File: config.mk
export PLATFORM = sky130hd
export DESIGN_NAME = eth_rx_top
export DESIGN_NICKNAME = d
export VERILOG_FILES = /design/src/common/eth_rx_pkg.sv /design/src/common/rx_byte_if.sv /design/src/rx_frame/crc32_checker.sv /design/src/rx_frame/rx_frame_fsm.sv /design/src/verilog/block_packer.sv /design/src/verilog/eth_rx_top.sv /design/src/verilog/header_extractor.sv /design/src/verilog/rx_stats.sv
export SDC_FILE = /design/constraint.sdc
export NUM_CORES = 1
export LEC_CHECK = 0
export ABC_CLOCK_PERIOD_IN_PS = 3900
export BUFFER_PORTS_ARGS = -buffer_cell sky130_fd_sc_hd__buf_2
export CAP_MARGIN = 20
export CORE_UTILIZATION = 26
export CTS_CLUSTER_DIAMETER = 120
export DETAILED_ROUTE_END_ITERATION = 8
export GPL_TIMING_DRIVEN = 0
export PLACE_DENSITY = 0.54
export REMOVE_ABC_BUFFERS = 1
export SETUP_SLACK_MARGIN = 0.02
export SLEW_MARGIN = 20
export SYNTH_ARGS = -nofsm -noshare
export SYNTH_HDL_FRONTEND = slang
export SYNTH_SLANG_ARGS = --single-unit
export TNS_END_PERCENT = 30
File: constraint.sdc
create_clock -name clk -period 3.9 [get_ports clk]
set_input_delay 0.975 -clock clk [delete_from_list [all_inputs] [get_ports clk]]
set_output_delay 0.975 -clock clk [all_outputs]
set_load 0.01 [all_outputs]
File: src/common/eth_rx_pkg.sv
`default_nettype none

package eth_rx_pkg;

    // ====================
    // framing constants
    // ====================

    // preamble repeats before the delimiter
    localparam logic [7:0] preamble_byte = 8'h55;
    localparam logic [7:0] sfd_byte      = 8'hd5;
    localparam int         preamble_len  = 7;

    // frame limits, destination address through fcs
    localparam int min_frame_len = 64;
    localparam int max_frame_len = 1518;

    // inter-frame gap hold-off, in clock cycles
    localparam int ifg_cycles = 12;

    // ====================
    // crc-32
    // ====================

    localparam logic [31:0] crc_init           = 32'hffff_ffff;
    localparam logic [31:0] crc_poly_reflected = 32'hedb8_8320;
    // register value after data plus a good fcs
    localparam logic [31:0] crc_residue        = 32'hc704_dd7b;

    // ====================
    // field types
    // ====================

    // room for max_frame_len plus one saturated overflow count
    localparam int len_w = $clog2(max_frame_len + 1);

    typedef logic [len_w-1:0] frame_len_t;
    typedef logic [5:0][7:0]  mac_addr_t;
    typedef logic [1:0][7:0]  eth_type_t;

    typedef enum logic [1:0] {
        idle,
        preamble,
        frame,
        wait_ifg
    } rx_state_t;

endpackage

`default_nettype wire

File: src/common/rx_byte_if.sv
`timescale 1ns/100ps
`default_nettype none

interface rx_byte_if
    import eth_rx_pkg::*;
#(
    parameter int DATA_WIDTH = 8
) ();

    // byte stream, first dst byte through last fcs byte
    logic                  byte_valid;
    logic [DATA_WIDTH-1:0] byte_data;
    logic                  frame_start;

    // end of frame status, only meaningful with frame_end
    logic                  frame_end;
    logic                  frame_bad;
    logic                  crc_bad;
    frame_len_t            frame_length;

    // receiver FSM side
    modport source (
        output byte_valid, byte_data, frame_start,
        output frame_end, frame_bad, crc_bad, frame_length
    );

    // consumers
    modport sink (
        input byte_valid, byte_data, frame_start,
        input frame_end, frame_bad, crc_bad, frame_length
    );

endinterface

`default_nettype wire

File: src/rx_frame/crc32_checker.sv
`timescale 1ns/100ps
`default_nettype none

module crc32_checker
    import eth_rx_pkg::*;
(
    input  wire       clk,
    input  wire       sync_switch_rst_n,
    input  wire       start,
    input  wire       byte_en,
    input  wire [7:0] data,
    output logic      crc_match
);

    // msb-first form of the reflected polynomial
    function automatic logic [31:0] reflect32(input logic [31:0] v);
        logic [31:0] r;
        for (int i = 0; i < 32; i++) begin
            r[i] = v[31-i];
        end
        return r;
    endfunction

    localparam logic [31:0] crc_poly = reflect32(crc_poly_reflected);

    logic [31:0] crc_q;
    logic [31:0] crc_next;

    // gmii bytes arrive lsb first, so bit 0 goes in first
    always_comb begin
        crc_next = crc_q;
        for (int i = 0; i < 8; i++) begin
            if (crc_next[31] ^ data[i]) begin
                crc_next = {crc_next[30:0], 1'b0} ^ crc_poly;
            end else begin
                crc_next = {crc_next[30:0], 1'b0};
            end
        end
    end

    always_ff @(posedge clk or negedge sync_switch_rst_n) begin
        if (!sync_switch_rst_n) begin
            crc_q <= crc_init;
        end else if (start) begin
            crc_q <= crc_init;
        end else if (byte_en) begin
            crc_q <= crc_next;
        end
    end

    // fcs included, so a clean frame lands on the residue
    assign crc_match = (crc_q == crc_residue);

endmodule

`default_nettype wire

File: src/rx_frame/rx_frame_fsm.sv
`timescale 1ns/100ps
`default_nettype none

module rx_frame_fsm
    import eth_rx_pkg::*;
(
    input  wire        clk,
    input  wire        sync_switch_rst_n,

    input  wire  [7:0] gmii_rx_data,
    input  wire        gmii_rx_dv,
    input  wire        gmii_rx_er,

    rx_byte_if.source  rx,
    output logic       preamble_err
);

    localparam int ifg_w = $clog2(ifg_cycles);

    // gmii sample stage
    logic [7:0]       data_q;
    logic             dv_q;
    logic             er_q;

    rx_state_t        state_q;
    rx_state_t        state_d;
    logic [2:0]       pre_cnt_q;
    frame_len_t       byte_cnt_q;
    logic [ifg_w-1:0] ifg_cnt_q;

    logic             crc_start;
    logic             crc_en;
    logic             crc_match;
    logic             frame_done;
    logic             len_bad;

    // ====================
    // next state
    // ====================

    always_comb begin
        state_d    = state_q;
        crc_start  = 1'b0;
        crc_en     = 1'b0;
        frame_done = 1'b0;
        case (state_q)
            idle: begin
                // first clean preamble byte opens the hunt
                if (dv_q && !er_q && data_q == preamble_byte) begin
                    state_d = preamble;
                end
            end
            preamble: begin
                if (!dv_q || er_q) begin
                    state_d = idle;
                end else if (pre_cnt_q == 3'(preamble_len)) begin
                    // all preamble bytes seen, need the delimiter now
                    if (data_q == sfd_byte) begin
                        state_d   = frame;
                        crc_start = 1'b1;
                    end else begin
                        state_d = idle;
                    end
                end else if (data_q != preamble_byte) begin
                    state_d = idle;
                end
            end
            frame: begin
                if (dv_q && !er_q) begin
                    crc_en = 1'b1;
                end else begin
                    // dv drop or error closes the frame
                    frame_done = 1'b1;
                    state_d    = wait_ifg;
                end
            end
            wait_ifg: begin
                if (ifg_cnt_q == ifg_w'(ifg_cycles - 1)) begin
                    state_d = idle;
                end
            end
            default: state_d = idle;
        endcase
    end

    // length limits on the saturated count
    assign len_bad = (byte_cnt_q < frame_len_t'(min_frame_len)) ||
                     (byte_cnt_q > frame_len_t'(max_frame_len));

    crc32_checker crc32_checker_i (
        .clk               (clk),
        .sync_switch_rst_n (sync_switch_rst_n),
        .start             (crc_start),
        .byte_en           (crc_en),
        .data              (data_q),
        .crc_match         (crc_match)
    );

    // ====================
    // control registers
    // ====================

    always_ff @(posedge clk or negedge sync_switch_rst_n) begin
        if (!sync_switch_rst_n) begin
            dv_q           <= 1'b0;
            er_q           <= 1'b0;
            state_q        <= idle;
            pre_cnt_q      <= '0;
            byte_cnt_q     <= '0;
            ifg_cnt_q      <= '0;
            rx.byte_valid  <= 1'b0;
            rx.frame_start <= 1'b0;
            rx.frame_end   <= 1'b0;
            preamble_err   <= 1'b0;
        end else begin
            dv_q           <= gmii_rx_dv;
            er_q           <= gmii_rx_er;
            state_q        <= state_d;
            rx.byte_valid  <= crc_en;
            rx.frame_start <= crc_en && byte_cnt_q == '0;
            rx.frame_end   <= frame_done;
            // error while still in the preamble
            preamble_err   <= (state_q == preamble) && er_q;
            // idle preloads one, the byte that opened the preamble
            pre_cnt_q <= (state_q == preamble) ? pre_cnt_q + 3'd1 : 3'd1;
            if (crc_start) begin
                byte_cnt_q <= '0;
            end else if (crc_en && byte_cnt_q != frame_len_t'(max_frame_len + 1)) begin
                byte_cnt_q <= byte_cnt_q + 1'b1;
            end
            ifg_cnt_q <= (state_q == wait_ifg) ? ifg_cnt_q + 1'b1 : '0;
        end
    end

    // data path and end of frame status
    always_ff @(posedge clk) begin
        data_q       <= gmii_rx_data;
        rx.byte_data <= data_q;
        if (frame_done) begin
            rx.frame_bad    <= er_q || len_bad || !crc_match;
            rx.crc_bad      <= !crc_match;
            rx.frame_length <= byte_cnt_q;
        end
    end

endmodule

`default_nettype wire

File: src/verilog/block_packer.sv
`timescale 1ns/100ps
`default_nettype none

module block_packer
    import eth_rx_pkg::*;
#(
    parameter int BLOCK_SIZE = 8
) (
    input  wire                        clk,
    input  wire                        sync_switch_rst_n,
    rx_byte_if.sink                    rx,

    output logic [BLOCK_SIZE-1:0][7:0] frame_data,
    output logic                       frame_valid,
    output logic                       frame_eof,
    output logic                       frame_error,
    output frame_len_t                 frame_length
);

    localparam int lane_w = $clog2(BLOCK_SIZE);

    // block being filled with unused lanes kept zero
    logic [BLOCK_SIZE-1:0][7:0] acc;
    logic [lane_w-1:0]          lane_q;
    logic [lane_w-1:0]          lane_idx;
    // acc holds a full block not yet known to be last
    logic                       full_q;

    // frame_start forces lane 0 whatever the leftover count
    assign lane_idx = rx.frame_start ? '0 : lane_q;

    // ====================
    // lane tracking
    // ====================

    always_ff @(posedge clk or negedge sync_switch_rst_n) begin
        if (!sync_switch_rst_n) begin
            lane_q      <= '0;
            full_q      <= 1'b0;
            frame_valid <= 1'b0;
            frame_eof   <= 1'b0;
        end else begin
            frame_valid <= 1'b0;
            frame_eof   <= 1'b0;
            if (rx.byte_valid) begin
                // a new byte proves the held block was not the last
                frame_valid <= full_q;
                full_q      <= (lane_idx == lane_w'(BLOCK_SIZE - 1));
                // power of two size wraps by itself
                lane_q      <= lane_idx + 1'b1;
            end else if (rx.frame_end) begin
                frame_valid <= 1'b1;
                frame_eof   <= 1'b1;
                full_q      <= 1'b0;
            end
        end
    end

    // ====================
    // block data
    // ====================

    always_ff @(posedge clk) begin
        if (rx.byte_valid) begin
            if (full_q) begin
                frame_data <= acc;
            end
            // fresh block starts zero padded
            if (lane_idx == '0) begin
                acc <= '0;
            end
            acc[lane_idx] <= rx.byte_data;
        end else if (rx.frame_end) begin
            frame_data   <= acc;
            frame_error  <= rx.frame_bad;
            frame_length <= rx.frame_length;
            // an empty next frame must not see stale bytes
            acc          <= '0;
        end
    end

endmodule

`default_nettype wire

File: src/verilog/eth_rx_top.sv
`timescale 1ns/100ps
`default_nettype none

module eth_rx_top
    import eth_rx_pkg::*;
#(
    parameter int DATA_WIDTH = 8,
    parameter int BLOCK_SIZE = 8
) (
    input  wire                                  clk,
    input  wire                                  sync_switch_rst_n,

    // gmii receive pins
    input  wire  [DATA_WIDTH-1:0]                gmii_rx_data,
    input  wire                                  gmii_rx_dv,
    input  wire                                  gmii_rx_er,

    // header fields for mac learning and lookup
    output mac_addr_t                            mac_dst_addr,
    output mac_addr_t                            mac_src_addr,
    output eth_type_t                            mac_type,
    output logic                                 mac_dst_valid,
    output logic                                 mac_src_valid,
    output logic                                 mac_type_valid,

    // packed frame blocks
    output logic [BLOCK_SIZE-1:0][DATA_WIDTH-1:0] frame_data,
    output logic                                 frame_valid,
    output logic                                 frame_eof,
    output logic                                 frame_error,
    output frame_len_t                           frame_length,

    // statistics
    output logic [31:0]                          rx_frame_count,
    output logic [31:0]                          rx_error_count,
    output logic [31:0]                          crc_error_count,
    output logic [31:0]                          preamble_error_count
);

    // in-frame byte stream shared by all consumers
    rx_byte_if #(.DATA_WIDTH(DATA_WIDTH)) rx_bus ();

    logic preamble_err;

    // ====================
    // receive path
    // ====================

    rx_frame_fsm rx_frame_fsm_i (
        .clk               (clk),
        .sync_switch_rst_n (sync_switch_rst_n),
        .gmii_rx_data      (gmii_rx_data),
        .gmii_rx_dv        (gmii_rx_dv),
        .gmii_rx_er        (gmii_rx_er),
        .rx                (rx_bus),
        .preamble_err      (preamble_err)
    );

    header_extractor header_extractor_i (
        .clk               (clk),
        .sync_switch_rst_n (sync_switch_rst_n),
        .rx                (rx_bus),
        .mac_dst_addr      (mac_dst_addr),
        .mac_src_addr      (mac_src_addr),
        .mac_type          (mac_type),
        .mac_dst_valid     (mac_dst_valid),
        .mac_src_valid     (mac_src_valid),
        .mac_type_valid    (mac_type_valid)
    );

    block_packer #(.BLOCK_SIZE(BLOCK_SIZE)) block_packer_i (
        .clk               (clk),
        .sync_switch_rst_n (sync_switch_rst_n),
        .rx                (rx_bus),
        .frame_data        (frame_data),
        .frame_valid       (frame_valid),
        .frame_eof         (frame_eof),
        .frame_error       (frame_error),
        .frame_length      (frame_length)
    );

    rx_stats rx_stats_i (
        .clk                  (clk),
        .sync_switch_rst_n    (sync_switch_rst_n),
        .rx                   (rx_bus),
        .preamble_err         (preamble_err),
        .rx_frame_count       (rx_frame_count),
        .rx_error_count       (rx_error_count),
        .crc_error_count      (crc_error_count),
        .preamble_error_count (preamble_error_count)
    );

endmodule

`default_nettype wire

File: src/verilog/header_extractor.sv
`timescale 1ns/100ps
`default_nettype none

module header_extractor
    import eth_rx_pkg::*;
(
    input  wire      clk,
    input  wire      sync_switch_rst_n,
    rx_byte_if.sink  rx,

    output mac_addr_t mac_dst_addr,
    output mac_addr_t mac_src_addr,
    output eth_type_t mac_type,
    output logic      mac_dst_valid,
    output logic      mac_src_valid,
    output logic      mac_type_valid
);

    // last header byte index seen, parks at 14
    logic [3:0] cnt_q;
    // 1-based index of the byte on the bus
    logic [3:0] idx;

    assign idx = rx.frame_start ? 4'd1 : cnt_q + 4'd1;

    // ====================
    // byte index and pulses
    // ====================

    always_ff @(posedge clk or negedge sync_switch_rst_n) begin
        if (!sync_switch_rst_n) begin
            cnt_q          <= '0;
            mac_dst_valid  <= 1'b0;
            mac_src_valid  <= 1'b0;
            mac_type_valid <= 1'b0;
        end else begin
            // one pulse per field, after its last byte
            mac_dst_valid  <= rx.byte_valid && idx == 4'd6;
            mac_src_valid  <= rx.byte_valid && idx == 4'd12;
            mac_type_valid <= rx.byte_valid && idx == 4'd14;
            if (rx.byte_valid && idx != 4'd15) begin
                cnt_q <= idx;
            end
        end
    end

    // fields shift in network order, first byte ends up on top
    always_ff @(posedge clk) begin
        if (rx.byte_valid) begin
            if (idx <= 4'd6) begin
                mac_dst_addr <= {mac_dst_addr[4:0], rx.byte_data};
            end else if (idx <= 4'd12) begin
                mac_src_addr <= {mac_src_addr[4:0], rx.byte_data};
            end else if (idx <= 4'd14) begin
                mac_type <= {mac_type[0], rx.byte_data};
            end
        end
    end

endmodule

`default_nettype wire

File: src/verilog/rx_stats.sv
`timescale 1ns/100ps
`default_nettype none

module rx_stats (
    input  wire         clk,
    input  wire         sync_switch_rst_n,
    rx_byte_if.sink     rx,
    input  wire         preamble_err,

    output logic [31:0] rx_frame_count,
    output logic [31:0] rx_error_count,
    output logic [31:0] crc_error_count,
    output logic [31:0] preamble_error_count
);

    // counters wrap, only a reset clears them
    always_ff @(posedge clk or negedge sync_switch_rst_n) begin
        if (!sync_switch_rst_n) begin
            rx_frame_count       <= '0;
            rx_error_count       <= '0;
            crc_error_count      <= '0;
            preamble_error_count <= '0;
        end else begin
            // every closed frame, good or bad
            if (rx.frame_end) begin
                rx_frame_count <= rx_frame_count + 1'b1;
            end
            // any error, crc included
            if (rx.frame_end && rx.frame_bad) begin
                rx_error_count <= rx_error_count + 1'b1;
            end
            if (rx.frame_end && rx.crc_bad) begin
                crc_error_count <= crc_error_count + 1'b1;
            end
            // aborted preambles never reach frame_end
            if (preamble_err) begin
                preamble_error_count <= preamble_error_count + 1'b1;
            end
        end
    end

endmodule

`default_nettype wire
==> flow_metrics.py, run 1 <==
metrics = {
    "die": {
        "core_area_sq_mm": 0.0719,
        "placementRows": 98,
        "initial_core_util_pct": 26.4,
        "die_y_um": 272,
        "io_pins": 333,
        "dieArea_sq_mm": 0.0742,
        "fp.dieW_um": 272,
    },
    "grt": {
        "antenna_found_initial": 0,
        "grt_pass1_wl_um": 72400,
        "grt_start_max_net_pins": 93,
        "grt_pass1_vias": 11804,
        "grt_util_all_layers_pct": 12.5,
        "grt-ovfl-total": 0,
    },
    "sta": {
        "max_slew_margin_pct": 28.6,
        "final_max_slew_viol_count": 0,
        "fin_ws_ns": 0.653,
        "setup_violations": 0,
        "max_freq_mhz": 308,
        "tightest_slew_ns": 1.07,
        "rsz0062_at_grt": "no",
        "period_minus_slack_ns": 3.25,
        "period_share_pct": 83.3,
        "hold_viol": 0,
        "finalClockSkew_ns": 0.0226,
    },
    "synthesis": {
        "yosys_warnings": 0,
        "ys_types": 52,
        "avgSynthCellArea_sq_um": 14.3,
        "ys_ff_latch": 480,
        "synthesis.area_sq_mm": 0.0190,
        "synthArstFlopShare_pct": 41.5,
        "ys_seq_area_share_pct": 70.0,
        "synthFlopType": "edfxtp_1",
        "synth_edf_count": 265,
        "syn_inst": 1330,
    },
    "place": {
        "dpl.hpwl_um": 32400,
        "dp_slack_ns": 0.683,
        "gp_congestion": 0.795,
        "portBuffers": 332,
    },
    "power_and_ir_drop": {
        "switchingPower_mw": 2.34,
        "seqPwrFrac_pct": 49.3,
        "p_clk_share_pct": 48.7,
        "power.density_mw_per_mm2": 458,
        "switching_share_pct": 21.4,
        "leakage_nw": 9.11,
        "power.internal_mw": 8.57,
        "ir_drop_uv": 303,
        "power.total_mw": 10.9,
        "power_frac_comb_pct": 2.0,
    },
    "critical_path": {
        "cpPeakStageDelay_ns": 1.04,
        "crit_required_ns": 4.36,
        "worstSetupPathType": "register to register",
        "critPathSlowestCell": "clkinv_1",
        "crit_path_max_fanout": 32,
        "cp-start-kind": "register",
        "cp_cell_sequence": "nand4bb_1 > clkinv_1 > and3_1 > nand4_1 > xor2_1 > nor2_1",
        "crit_arrival_ns": 3.71,
        "cp-startpoint": "rx_frame_fsm_i.er_q$_DFF_PN0_",
        "end_kind": "register",
        "regToRegStartpoint": "rx_frame_fsm_i.er_q$_DFF_PN0_",
    },
    "clock_tree": {
        "cts_tree": "built",
        "cts_root_buffer": "clkbuf_16",
        "cts.clk_slew.worst_paths_ns": 0.06,
        "ctsHoldBuffers": 0,
        "cts_setup_buffers": 0,
        "clockBufferDepth": 3,
        "clk_latency_ns": 0.61,
        "cts.sinks": 480,
        "cts.htree.levels": 2,
        "cts_resized": 0,
        "cts_buffers": 55,
    },
    "detailed_routing": {
        "firstDrtPassIters": 5,
        "drt-wirelength-per-cell_um": 17.6,
        "via_per_inst": 4.35,
        "drc": 0,
        "finalWirelength_um": 47200,
        "via_count": 11674,
        "drtIter0Drc": 704,
        "ant_nets": 0,
    },
    "job": {
        "cap_violations": 0,
    },
    "layout": {
        "area_delta_synth_final_pct": 25.3,
        "fin_nets": 1714,
        "drive_gt1_share_pct": 29.5,
    },
    "min_path": {
        "worstHoldPathType": "primary input to asynchronous set/reset pin",
    },
    "outcome": {
        "outcome": "completed",
    },
}
-- worst max-delay path, delay by kind of cell, from the launching register on --
family                    cells  cell delay, ns
DFF                           1            0.57
xor gates and xnor gates      1            0.16
and+or+nand+nor               4            1.33
buffers and inverters         1            1.04
-- sequential cells by signal (all words and copies together) (netlist names), 16 cells and up, named ones only --
| signal | count |
|---|---|
| block_packer_i.acc | 64 |
| block_packer_i.frame_data | 64 |
| header_extractor_i.mac_dst_addr | 48 |
| header_extractor_i.mac_src_addr | 48 |
| header_extractor_i.mac_type | 16 |
| rx_frame_fsm_i.crc32_checker_i.crc_q | 32 |
| rx_stats_i.crc_error_count | 32 |
| rx_stats_i.preamble_error_count | 32 |
| rx_stats_i.rx_error_count | 32 |
| rx_stats_i.rx_frame_count | 32 |
-- worst paths after layout --
| check | slack (ns) | end | cells after the start |
|---|---|---|---|
| max in group asynchronous | 2.47 | rx_frame_fsm_i.crc32_checker_i.crc_q[8]$_DFFE_PN1P_ | 3 |
| worst min register to register | 0.42 | block_packer_i.frame_length[5]$_DFFE_PP_ | 0 |
| worst min-delay path | 0.24 | rx_stats_i.rx_frame_count[31]$_DFFE_PN0P_ | 1 |
| worst max register to register | 0.65 | rx_frame_fsm_i.byte_cnt_q[8]$_DFFE_PN0P_ | 6 |
| min in group clk | 0.42 | block_packer_i.frame_length[5]$_DFFE_PP_ | 0 |
| worst max-delay path | 0.65 | rx_frame_fsm_i.byte_cnt_q[8]$_DFFE_PN0P_ | 6 |
-- through the flow --
stage	std cells	hold slack, ns	setup TNS [ns]	util [%]	area, sq um
6_report	2686	0.243	0	33.1	23800
5_1_grt	2685	0.229	0	33.1	23800
4_1_cts	2684	0.216	0	33.1	23800
3_5_place_dp	2580	0.406	0	30.5	21900
3_3_place_gp	2571	0.407	-457.43	30.2	21700
2_1_floorplan	1289	0.379	0	-	18800
-- cell usage after synthesis (16+ instances only) --
master / count / area [sq um]
edfxtp_1: 265 / 7960
dfrtp_1: 167 / 4180
nand2_1: 145 / 544
xnor2_1: 119 / 1040
nand3_1: 102 / 510
xor2_1: 68 / 596
a21boi_0: 64 / 480
nor2_1: 54 / 203
dfstp_2: 32 / 841
nand4_1: 32 / 200
clkbuf_1: 28 / 105
a2bb2oi_1: 26 / 228
and3_1: 20 / 125
and4_1: 20 / 175
dfxtp_1: 16 / 320
-- routing by layer --
layer	global-route usage, %	routed length (um)	share of wire [%]	up-vias
met5	0	0	0	-
met4	3.46	1140	2.4	0
met3	3.13	2870	6.1	81
met2	21.4	23200	49	294
met1	15.7	20000	42	5793
li1	-	-	-	5506
-- area by class of cell --
| type | instances | area [sq um] |
|---|---|---|
| Antenna cell | 1 | 2.50 |
| Clock buffer | 76 | 1590 |
| Clock inverter | 28 | 315 |
| Fill cell | 7109 | 48000 |
| Inverter | 15 | 56.3 |
| Multi-Input combinational cell | 794 | 5520 |
| Sequential cell | 480 | 13300 |
| Tap cell | 950 | 1190 |
| Timing Repair Buffer | 342 | 1830 |
-- power by group through the flow --
stage | logic (mW) | clock network (mW) | registers, mW
detailed placement | 0.224 | 0 | 5.48
floorplan | 0.142 | 0 | 5.44
CTS | 0.225 | 5.49 | 5.38
global route | 0.242 | 5.70 | 5.37
finish | 0.220 | 5.31 | 5.38
global placement | 0.213 | 0 | 5.48
-- kinds of logic after synthesis --
group / count (synthesis) / share of synthesized area (%)
adders and majority gates: 14 / 0.922
xor gates and xnor gates: 206 / 10.7
and+or+nand+nor: 453 / 12.2
muxes: 9 / 0.533
DFF: 480 / 70.0
AOI/OAI and AO/OA: 112 / 4.42
buffers and inverters: 56 / 1.18
-- placed cells by master, fill, tap and decap left out, types with 4 or more instances in the layout --
cell / Yosys / layout
dfrtp_1: 167 / 166
and3_1: 20 / 19
clkinv_1: 0 / 4
a21boi_0: 64 / 64
nor2_1: 54 / 54
clkinv_2: 0 / 7
nand4b_1: 7 / 7
xnor2_4: 6 / 6
xnor2_2: 9 / 9
clkbuf_1: 28 / 10
inv_6: 0 / 4
buf_12: 0 / 4
dfxtp_1: 16 / 16
a2bb2oi_1: 26 / 26
edfxtp_1: 265 / 265
nand3_1: 102 / 102
and2_1: 14 / 14
a21oi_1: 8 / 8
nor3_1: 13 / 13
clkinvlp_4: 0 / 4
mux2_2: 9 / 9
clkbuf_8: 0 / 6
clkbuf_16: 0 / 58
xnor2_1: 119 / 119
dfstp_2: 32 / 32
nand4_1: 32 / 32
o21ai_0: 4 / 4
inv_1: 14 / 13
and4_1: 20 / 20
nor2b_1: 9 / 8
buf_2: 3 / 333
ha_1: 14 / 14
nor4_1: 8 / 7
xor2_1: 68 / 68
nand2b_1: 4 / 4
nand2_1: 145 / 144
bufinv_16: 0 / 4
or2_2: 6 / 5
Note: power is estimated with default switching activity, not from simulation.
==> run 2: changes to the inputs <==
ABC_AREA = 1   (was default)
ABC_CLOCK_PERIOD_IN_PS = 3000   (was 3900)
clock period = 3 ns   (was 3.9 ns; I/O delays follow)
==> run 2 against run 1 <==
Count of clock-buffer cells in the layout is 3 lower. Routed wire length up 12%. Critical path depth rose by 1. Power grew 33%. Clock power up 30%. Cell count rose by 24%. Die area is 7.7% higher. Utilization decreased by 0.27 points. Global-route usage up 0.30 points. Flip-flop and latch count is the same. Non-clock buffer count is 5 higher. Synthesized cell count rose by 40%.
==> flow_metrics.py, run 2 <==
metrics = {
    "synthesis": {
        "ys_seq_area_share_pct": 64.9,
        "yosys_warnings": 0,
        "synthesis.area_sq_mm": 0.0205,
        "yosysTopAreaCellShare_pct": 38.9,
        "syn_inst": 1868,
        "synth_edf_count": 265,
        "ys_types": 46,
        "synthArstFlopShare_pct": 41.5,
        "synthFlopType": "edfxtp_1",
        "synthTopCellsByArea": "edfxtp_1 (39%), dfrtp_1 (20%), nand2_1 (6.2%)",
        "synth_commonest_cells": "nand2_1 (341), edfxtp_1 (265), inv_1 (193)",
        "synth.largest_area_cell": "edfxtp_1",
        "synth.most_common_cell": "nand2_1",
        "ys_ff_latch": 480,
        "avgSynthCellArea_sq_um": 11.0,
    },
    "grt": {
        "grt_pass1_wl_um": 80900,
        "grt-ovfl-total": 0,
        "antenna_found_initial": 4,
        "grt_start_max_net_pins": 82,
        "grt_pass1_vias": 14126,
        "grt_util_all_layers_pct": 12.8,
    },
    "die": {
        "fp.dieW_um": 283,
        "core_area_sq_mm": 0.0777,
        "initial_core_util_pct": 26.4,
        "io_pins": 333,
        "placementRows": 102,
        "dieArea_sq_mm": 0.0799,
        "die_y_um": 283,
    },
    "critical_path": {
        "regToRegStartpoint": "header_extractor_i.cnt_q[0]$_DFFE_PN0P_",
        "crit_path_max_fanout": 10,
        "rr_worst_depth": 7,
        "end_kind": "register",
        "crit_arrival_ns": 3.03,
        "cp-start-kind": "register",
        "r2r_slack_ns": 0.20,
        "reg2reg_to": "header_extractor_i.mac_src_addr[11]$_DFFE_PP_",
        "crit_required_ns": 3.23,
        "worstSetupPathType": "register to register",
    },
    "power_and_ir_drop": {
        "ir_drop_uv": 339,
        "power_frac_comb_pct": 3.3,
        "seqPwrFrac_pct": 49.2,
        "leakage_nw": 10.2,
        "switching_share_pct": 22.2,
        "power.total_mw": 14.5,
        "p_clk_share_pct": 47.5,
        "power.density_mw_per_mm2": 567,
        "power.internal_mw": 11.3,
        "switchingPower_mw": 3.22,
    },
    "sta": {
        "setup_violations": 0,
        "finalClockSkew_ns": 0.0228,
        "max_slew_margin_pct": 38.6,
        "period_share_pct": 93.3,
        "tightest_slew_ns": 0.919,
        "hold_viol": 0,
        "final_max_slew_viol_count": 0,
        "max_freq_mhz": 357,
        "rsz0062_at_grt": "yes",
        "period_minus_slack_ns": 2.80,
        "setup_tns_ns": 0,
    },
    "clock_tree": {
        "cts_buffers": 55,
        "cts_tree": "built",
        "cts_root_buffer": "clkbuf_16",
        "cts.sinks": 480,
        "cts.clk_slew.worst_paths_ns": 0.06,
        "clk_latency_ns": 0.60,
        "cts.htree.levels": 2,
        "clockBufferDepth": 3,
    },
    "detailed_routing": {
        "drtIter0Drc": 994,
        "drt-wirelength-per-cell_um": 16.0,
        "firstDrtPassIters": 7,
        "finalWirelength_um": 53000,
        "drc": 0,
        "via_count": 14507,
        "wl_met2_um": 25900,
        "via_per_inst": 4.37,
        "wl_met1_um": 22200,
        "ant_nets": 0,
        "route.top_layer_used": "met4",
        "met3_wirelength_um": 3490,
    },
    "layout": {
        "layout_top_registers": "block_packer_i.acc: 64 flops, block_packer_i.frame_data: 64 flops",
        "final_cell_mix": "nand2_1 (341), buf_2 (331), edfxtp_1 (265), inv_1 (192), dfrtp_1 (166)",
        "drive_gt1_share_pct": 24.1,
        "fill_cells": 7794,
        "area_delta_synth_final_pct": 24.7,
        "multi_input_area_sq_mm": 0.00630,
        "fin_area_sq_mm": 0.0255,
        "final_cells": 3322,
        "seqCellArea_sq_mm": 0.0133,
        "fin_nets": 2261,
        "final_common_cell": "nand2_1",
    },
    "place": {
        "dpl.hpwl_um": 37800,
        "post_dp_cell_area_sq_mm": 0.0236,
        "portBuffers": 332,
        "place_inst": 3214,
        "gp_congestion": 0.865,
    },
    "outcome": {
        "outcome": "completed",
    },
    "job": {
        "cap_violations": 0,
    },
    "min_path": {
        "worstHoldPathType": "primary input to asynchronous set/reset pin",
    },
}
[run 2: logic make-up (layout without fill, tap and decap cells)]
kind of cell	count (synthesis)	count (layout)	synth area share [%]
XOR/XNOR	164	164	7.09
flip-flops	480	480	64.9
buffers and inverters	241	653	4.59
AO/OA/AOI/OAI	254	254	6.35
adder cells (fa/ha/maj)	14	14	0.855
AND/OR/NAND/NOR	715	716	16.2
other	0	1	0
[run 2: layout make-up]
cell class	instances	share of cell area (%)
multi-input combinational	1148	24.7
timing repair buffer	347	7.79
sequential	480	52.1
clock buffer	73	6.14
inverter	203	3.01
clock inverter	30	1.21
antenna	1	0.00980
tap	1040	5.10
[run 2: repair_timing]
action,in CTS,in global routing
setup endpoints to repair,28,44
pin swaps,1,1
gates cloned,1,0
resized for setup,0,1
setup buffers,0,3
hold buffers,0,0
[run 2: per-layer routing]
layer  up-vias  global-route usage, %
met3        84                   2.90
met5         -                      0
met4         0                   4.03
li1       7042                      -
met1      6948                   16.0
met2       433                   21.9
[run 2: worst max path at each step]
stage / startpoint / slack (ns) / end
5_1_grt: header_extractor_i.cnt_q[0]$_DFFE_PN0P_ / 0.02 / header_extractor_i.mac_src_addr[11]$_DFFE_PP_
3_5_place_dp: header_extractor_i.cnt_q[0]$_DFFE_PN0P_ / -0.02 / header_extractor_i.mac_src_addr[36]$_DFFE_PP_
2_1_floorplan: rx_frame_fsm_i.rx.byte_valid$_DFF_PN0_ / -1.97 / block_packer_i.frame_data[0]$_DFFE_PP_
6_report: header_extractor_i.cnt_q[0]$_DFFE_PN0P_ / 0.20 / header_extractor_i.mac_src_addr[11]$_DFFE_PP_
4_1_cts: header_extractor_i.cnt_q[0]$_DFFE_PN0P_ / 0.10 / header_extractor_i.mac_src_addr[40]$_DFFE_PP_
3_3_place_gp: rx_frame_fsm_i.rx.byte_valid$_DFF_PN0_ / -4.77 / block_packer_i.frame_valid$_DFF_PN0_
[run 2: power groups by stage]
stage | sequential [mW] | clock (mW) | combinational (mW)
after floorplan | 7.22 | 0 | 0.277
after global placement | 7.25 | 0 | 0.469
after detailed placement | 7.26 | 0 | 0.490
after CTS | 7.13 | 7.11 | 0.493
after global routing | 7.14 | 7.38 | 0.544
final | 7.12 | 6.89 | 0.479
[run 2: worst max-delay path, stage by stage, from the launching register on]
cell and delay (ns):
dfrtp_1 0.44, ha_1 0.25, nand2_1 0.07, nor3b_1 0.40
nand2_1 0.16, o21ai_0 0.39, nand2_1 0.22, nor2_2 0.50
[run 2: metrics by stage]
step                utilization [%]  setup slack (ns)  hold WS, ns
finish                         32.9             0.200       0.0719
CTS                            32.8             0.104       0.0404
global placement               29.9             -4.77        0.405
global route                   32.9            0.0197       0.0687
detailed placement             30.4           -0.0197        0.401
floorplan                         -             -1.97        0.375
